==> config.mk <==
export PLATFORM = sky130hd
export DESIGN_NAME = lane_issue
export DESIGN_NICKNAME = d
export VERILOG_FILES = /design/src/hdl/simd_pkg.sv /design/src/hdl/lane_issue.sv
export SDC_FILE = /design/constraint.sdc
export NUM_CORES = 1
export LEC_CHECK = 0
export BUFFER_PORTS_ARGS = -buffer_cell sky130_fd_sc_hd__buf_2
export CAP_MARGIN = 20
export CORE_AREA = 2 2 235 237
export CTS_CLUSTER_SIZE = 12
export DETAILED_ROUTE_END_ITERATION = 8
export DIE_AREA = 0 0 237 239
export PLACE_DENSITY = 0.37
export SLEW_MARGIN = 20
export SYNTH_ARGS = -nofsm -noshare
export SYNTH_HDL_FRONTEND = slang
export SYNTH_SLANG_ARGS = --single-unit
==> constraint.sdc <==
create_clock -name clk_i -period 0.8 [get_ports clk_i]
set_input_delay 0.08 -clock clk_i [delete_from_list [all_inputs] [get_ports clk_i]]
set_output_delay 0.08 -clock clk_i [all_outputs]
set_load 0.01 [all_outputs]
==> src/hdl/simd_pkg.sv <==
// SIMD lane shared types
package simd_pkg;

    localparam int XLEN = 64;                // Lane data width

    typedef logic [XLEN-1:0] bus64_t;

    // Selected element width
    typedef enum logic [1:0] {
        SEW_8,
        SEW_16,
        SEW_32,
        SEW_64
    } sew_t;

    // Lane opcodes
    typedef enum logic [4:0] {
        VADD,
        VSUB,                                // vs2 - vs1
        VRSUB,                               // vs1 - vs2
        VAND,
        VOR,
        VXOR,
        VMUL,
        VMULH,
        VMULHU,
        VMACC,                               // vd + vs1*vs2
        VNMSAC,                              // vd - vs1*vs2
        VMADD,                               // vs1*vd + vs2
        VNMSUB,                              // vs2 - vs1*vd
        VMIN,
        VMINU,
        VMAX,
        VMAXU,
        VMSEQ,
        VMSNE,
        VMSLT,
        VMSLTU,
        VSLL,
        VSRL,
        VSRA,
        VMV,
        VID
    } vop_t;

    // One lane instruction with its operands
    typedef struct packed {
        logic   valid;
        vop_t   op;
        sew_t   sew;
        bus64_t vs1;
        bus64_t vs2;
        bus64_t old_vd;                      // Accumulator for multiply-add
    } lane_instr_t;

endpackage

==> src/hdl/lane_issue.sv <==
// Lane instruction pipeline
module lane_issue (
    input  logic                  clk_i,
    input  logic                  rstn_i,
    input  simd_pkg::lane_instr_t instr_i,
    output simd_pkg::lane_instr_t issue_o,
    output simd_pkg::lane_instr_t sel_o
);
    import simd_pkg::*;

    lane_instr_t issue_q;
    lane_instr_t sel_q;

    // Issue stage feeds the multiplier
    always_ff @(posedge clk_i, negedge rstn_i) begin
        if (!rstn_i) begin
            issue_q <= '0;
        end else begin
            issue_q <= instr_i;
        end
    end

    // Select stage lines up with the registered product
    always_ff @(posedge clk_i, negedge rstn_i) begin
        if (!rstn_i) begin
            sel_q <= '0;
        end else begin
            sel_q <= issue_q;
        end
    end

    assign issue_o = issue_q;
    assign sel_o   = sel_q;

endmodule

Yosys cells after proc, flatten, opt, wreduce, memory -nomap -nowiden

Index checks and enable logic that the tools add are counted.

Register bits: 400
Input bits: 202
Output and inout port bits: 400
Word-level logic and storage cells: 12

Logic depth before layout (Yosys ltp)

Word-level depth: 0
Gate-level depth with buffers: 0
Mapped depth without buffers: 0

Worst setup path before layout

Ideal clock, no wire load.

Kind: register -> register
Start point: reg issue_q, in the netlist issue_o[0]
End point: reg sel_q, in the netlist sel_o[0]
Setup time: 0.140 ns
Arrival time: 0.383 ns
Data required time: 0.660 ns
Setup slack: 0.276 ns
Cell stages (with the launch flop): 1
Buffers on the path: 0
Clock period less this slack: 0.524 ns
Path through: dfrtp_1

RTL lines:

| element                | RTL line         | source |
|---|---|---|
| start, declared        | lane_issue.sv:11 | `lane_instr_t issue_q;` |
| start signal, assigned | lane_issue.sv:19 | `issue_q <= instr_i;` |
| end signal, assigned   | lane_issue.sv:28 | `sel_q <= issue_q;` |
| end, declared          | lane_issue.sv:12 | `lane_instr_t sel_q;` |

No word-level cell between the ends.

Worst setup path in the final report

Start point: reg issue_q, in the netlist issue_o[55]
End point: out issue_o[55] (netlist name)

RTL lines:

| element       | RTL line        | source |
|---|---|---|
| end, declared | lane_issue.sv:6 | `output simd_pkg::lane_instr_t issue_o,` |

No word-level cell between the ends.

==> results_dict.tcl <==
set metrics [dict create \
    run_status "finished with violations" \
    violations "setup timing" \
    yosys_most_used_dff "sky130_fd_sc_hd__dfrtp_1" \
    finalWirelength_mm 32.38 \
    drt_pass1_iterations 4 \
    timing_worst_setup_path_type "reg2out" \
    std_cell_rows 86 \
    port-buffer-count 601 \
    die-height_um 239 \
    ys_types 1 \
    tritoncts.num_buffers 44 \
    viasPerCell 3.388 \
    critical_path.endpoint_type "output port" \
    comb_power_share 0.099 \
    timing.clock.skew_ns 0.01927 \
    first_global_vias 7789 \
    max_clock_freq_mhz 826.8 \
    synth.top_cell.area_share 1.000 \
    rr_startpoint "issue_o[0]" \
    synth.net_count 602 \
    tritoncts "yes" \
    synth_edf_count 0 \
    cts-htree-levels 2 \
    antenna_found_initial 1 \
    numPlacedInstances 1730 \
    final.setup.worst_slack_ns -0.4095 \
    layout.comb_gates.multi_input 0 \
    final_layout_size_suffix_gt1_frac 0.5535 \
    path_cells "buf_6" \
    count_of_buffering_cells_on_the_critical_path_with_inverters_included 1 \
    drt_drc_violations_left 0 \
    worst_pin_slew_ns 0.2173 \
    fin_nets 1536 \
    die-width_um 237 \
    global_route.overflow_total 0 \
    clock_root_buffer "sky130_fd_sc_hd__clkbuf_16" \
    initialDrtViolationCount 149 \
    fp.dieArea_um2 56640 \
    fin_crit_ns 1.210 \
    nFillCells 5295 \
    critPathMaxStageDelay_ns 0.43 \
    syn_avg_cell_area_um2 25.02 \
    p_per_area_nw_per_um2 2351 \
    finalSetupViolCount 400 \
    r2r-end "sel_o[0]" \
    crit_path_top_delay_cell "sky130_fd_sc_hd__dfrtp_1" \
    timing.final.hold_violations 0 \
    p_int_mw 35.27 \
    slew_headroom 0.8551 \
    combined_flip_flop_and_latch_cell_area_um2 10010 \
    drv.max_cap_violation_count 0 \
    swShare 0.2250 \
    yosys_warnings 0 \
    synth_largest_area_cell "sky130_fd_sc_hd__dfrtp_1" \
    ios 602 \
    synthesis.instances 400 \
    worst_hold_path_type "in2async" \
    dp_hpwl_mm 24.05 \
    synth_area_um2 10010 \
    finish.cell_count_without_fillers 2068 \
    ff2ff_path_depth 2 \
    critical_path.max_fanout 2 \
    areaGrowthSynthToFinish_pct 93.36 \
    total_switching_power_mw 10.24 \
    drt.antenna.violating_nets 0 \
    clock_sink_count 400 \
    initial_core_util 0.1842 \
    yosys.cell_count.top_type "sky130_fd_sc_hd__dfrtp_1" \
    clk_pin_slew_ns 0.06 \
    gpl.final_weighted_congestion 0.7328 \
    gr-usage-all-layers 0.1106 \
    postSynthRegisterBits 400 \
    grt_pass1_wl_mm 46.92 \
    clock_path_buffers 3 \
    synth_async_sr_flop_share 1.000 \
    p_seq_frac 0.478 \
    worst-r2r-setup-slack_ns 0.05 \
    start_kind "flip-flop" \
    synth.yosys.seq_area_share 1.000 \
    multi_input_comb_area_um2 0 \
    critical_path_s_top_delay_family "flip-flops" \
    post_route_clock_period_utilization 1.512 \
    grt_max_degree 35 \
    vdd_ir_max_uv 1318 \
    num_vias 7006 \
    rsz0062_at_grt "true" \
    slew_viol_final 0 \
    clk-insertion-delay-late_ns 0.56 \
    clock_power_share 0.423 \
    required_ns 0.72 \
    drt-wirelength-per-cell_um 15.66 \
    total_leakage_power_nw 9.447 \
    antenna_cells_inserted 0 \
    floorplan.core_area_um2 54340 \
    worstPathArrival_ns 1.13 \
    netlist_top_cells_count "sky130_fd_sc_hd__dfrtp_1" \
    fin_total_pwr_mw 45.51 \
    synthTopCellsByArea "sky130_fd_sc_hd__dfrtp_1" \
]
power groups by stage:
stage / clock network [mW] / registers, mW / logic [mW]
floorplan: 0 / 22.6 / 0
global placement: 0 / 22.0 / 2.97
detailed placement: 0 / 22.0 / 2.95
CTS: 20.1 / 21.7 / 4.42
global route: 20.9 / 21.9 / 4.84
finish: 19.2 / 21.8 / 4.49
cell usage in the layout, fill, tap and decap left out:
| cell type | n |
|---|---|
| sky130_fd_sc_hd__clkinv_2 | 6 |
| sky130_fd_sc_hd__clkbuf_8 | 12 |
| sky130_fd_sc_hd__buf_2 | 400 |
| sky130_fd_sc_hd__buf_12 | 12 |
| sky130_fd_sc_hd__clkbuf_16 | 45 |
| sky130_fd_sc_hd__buf_4 | 74 |
| sky130_fd_sc_hd__dlygate4sd3_1 | 201 |
| sky130_fd_sc_hd__inv_6 | 2 |
| sky130_fd_sc_hd__dfrtp_1 | 398 |
| sky130_fd_sc_hd__dfrtp_2 | 2 |
| sky130_fd_sc_hd__clkbuf_1 | 10 |
| sky130_fd_sc_hd__buf_8 | 1 |
| sky130_fd_sc_hd__buf_6 | 200 |
| sky130_fd_sc_hd__clkinv_4 | 1 |
through the flow:
stage	utilization	setup WS (ns)	hold slack, ns	TNS (ns)	instance area, µm²
after CTS	0.3487	-0.4613	0.03536	-155.95	18950
final	0.3562	-0.4095	0.07368	-133.58	19350
after global placement	0.2622	-0.03952	0.02801	-0.04074	14250
after global routing	0.3562	-0.4615	0.06419	-158.18	19350
after floorplan	-	0.2764	-0.2156	0	10010
after detailed placement	0.2622	-0.03621	0.03019	-0.03621	14250
sequential cells by signal, indices dropped and copies added, names as in the netlist:
register	count
issue_o	200
sel_o	200
final cells by class:
type | count | share of cell area
tap | 704 | 0.04551
clock buffer | 67 | 0.06865
timing repair buffer | 888 | 0.3656
clock inverter | 9 | 0.002909
sequential | 400 | 0.5173
cells by family after synthesis:
group	synth area share
flops	1.000
worst max-delay path by stage:
stage / from / slack, ns / cells after the start / end
after floorplan: issue_o[0] / 0.28 / 0 / sel_o[0]
final: issue_o[55] / -0.41 / 1 / issue_o[55]
after global routing: issue_o[55] / -0.46 / 1 / issue_o[55]
after global placement: issue_o[146] / -0.04 / 1 / issue_o[146]
after detailed placement: issue_o[146] / -0.04 / 1 / issue_o[146]
after CTS: issue_o[55] / -0.46 / 1 / issue_o[55]
metal layers:
layer  GRT usage  part of all wire  up-vias
met2      0.1911              0.52      349
met5           0                 0        -
met1      0.1208              0.36     3461
met4     0.04162             0.025        0
li1            -                 -     3137
met3     0.04665              0.10       59
timing repair:
item                                   4_1_cts  5_1_grt
hold buffers                               201        0
setup buffers                               46       15
endpoints found under the hold margin      600        0
setup endpoints to repair                  400      400
gates resized for setup                    209       49
(Power assumes the default switching activity.)
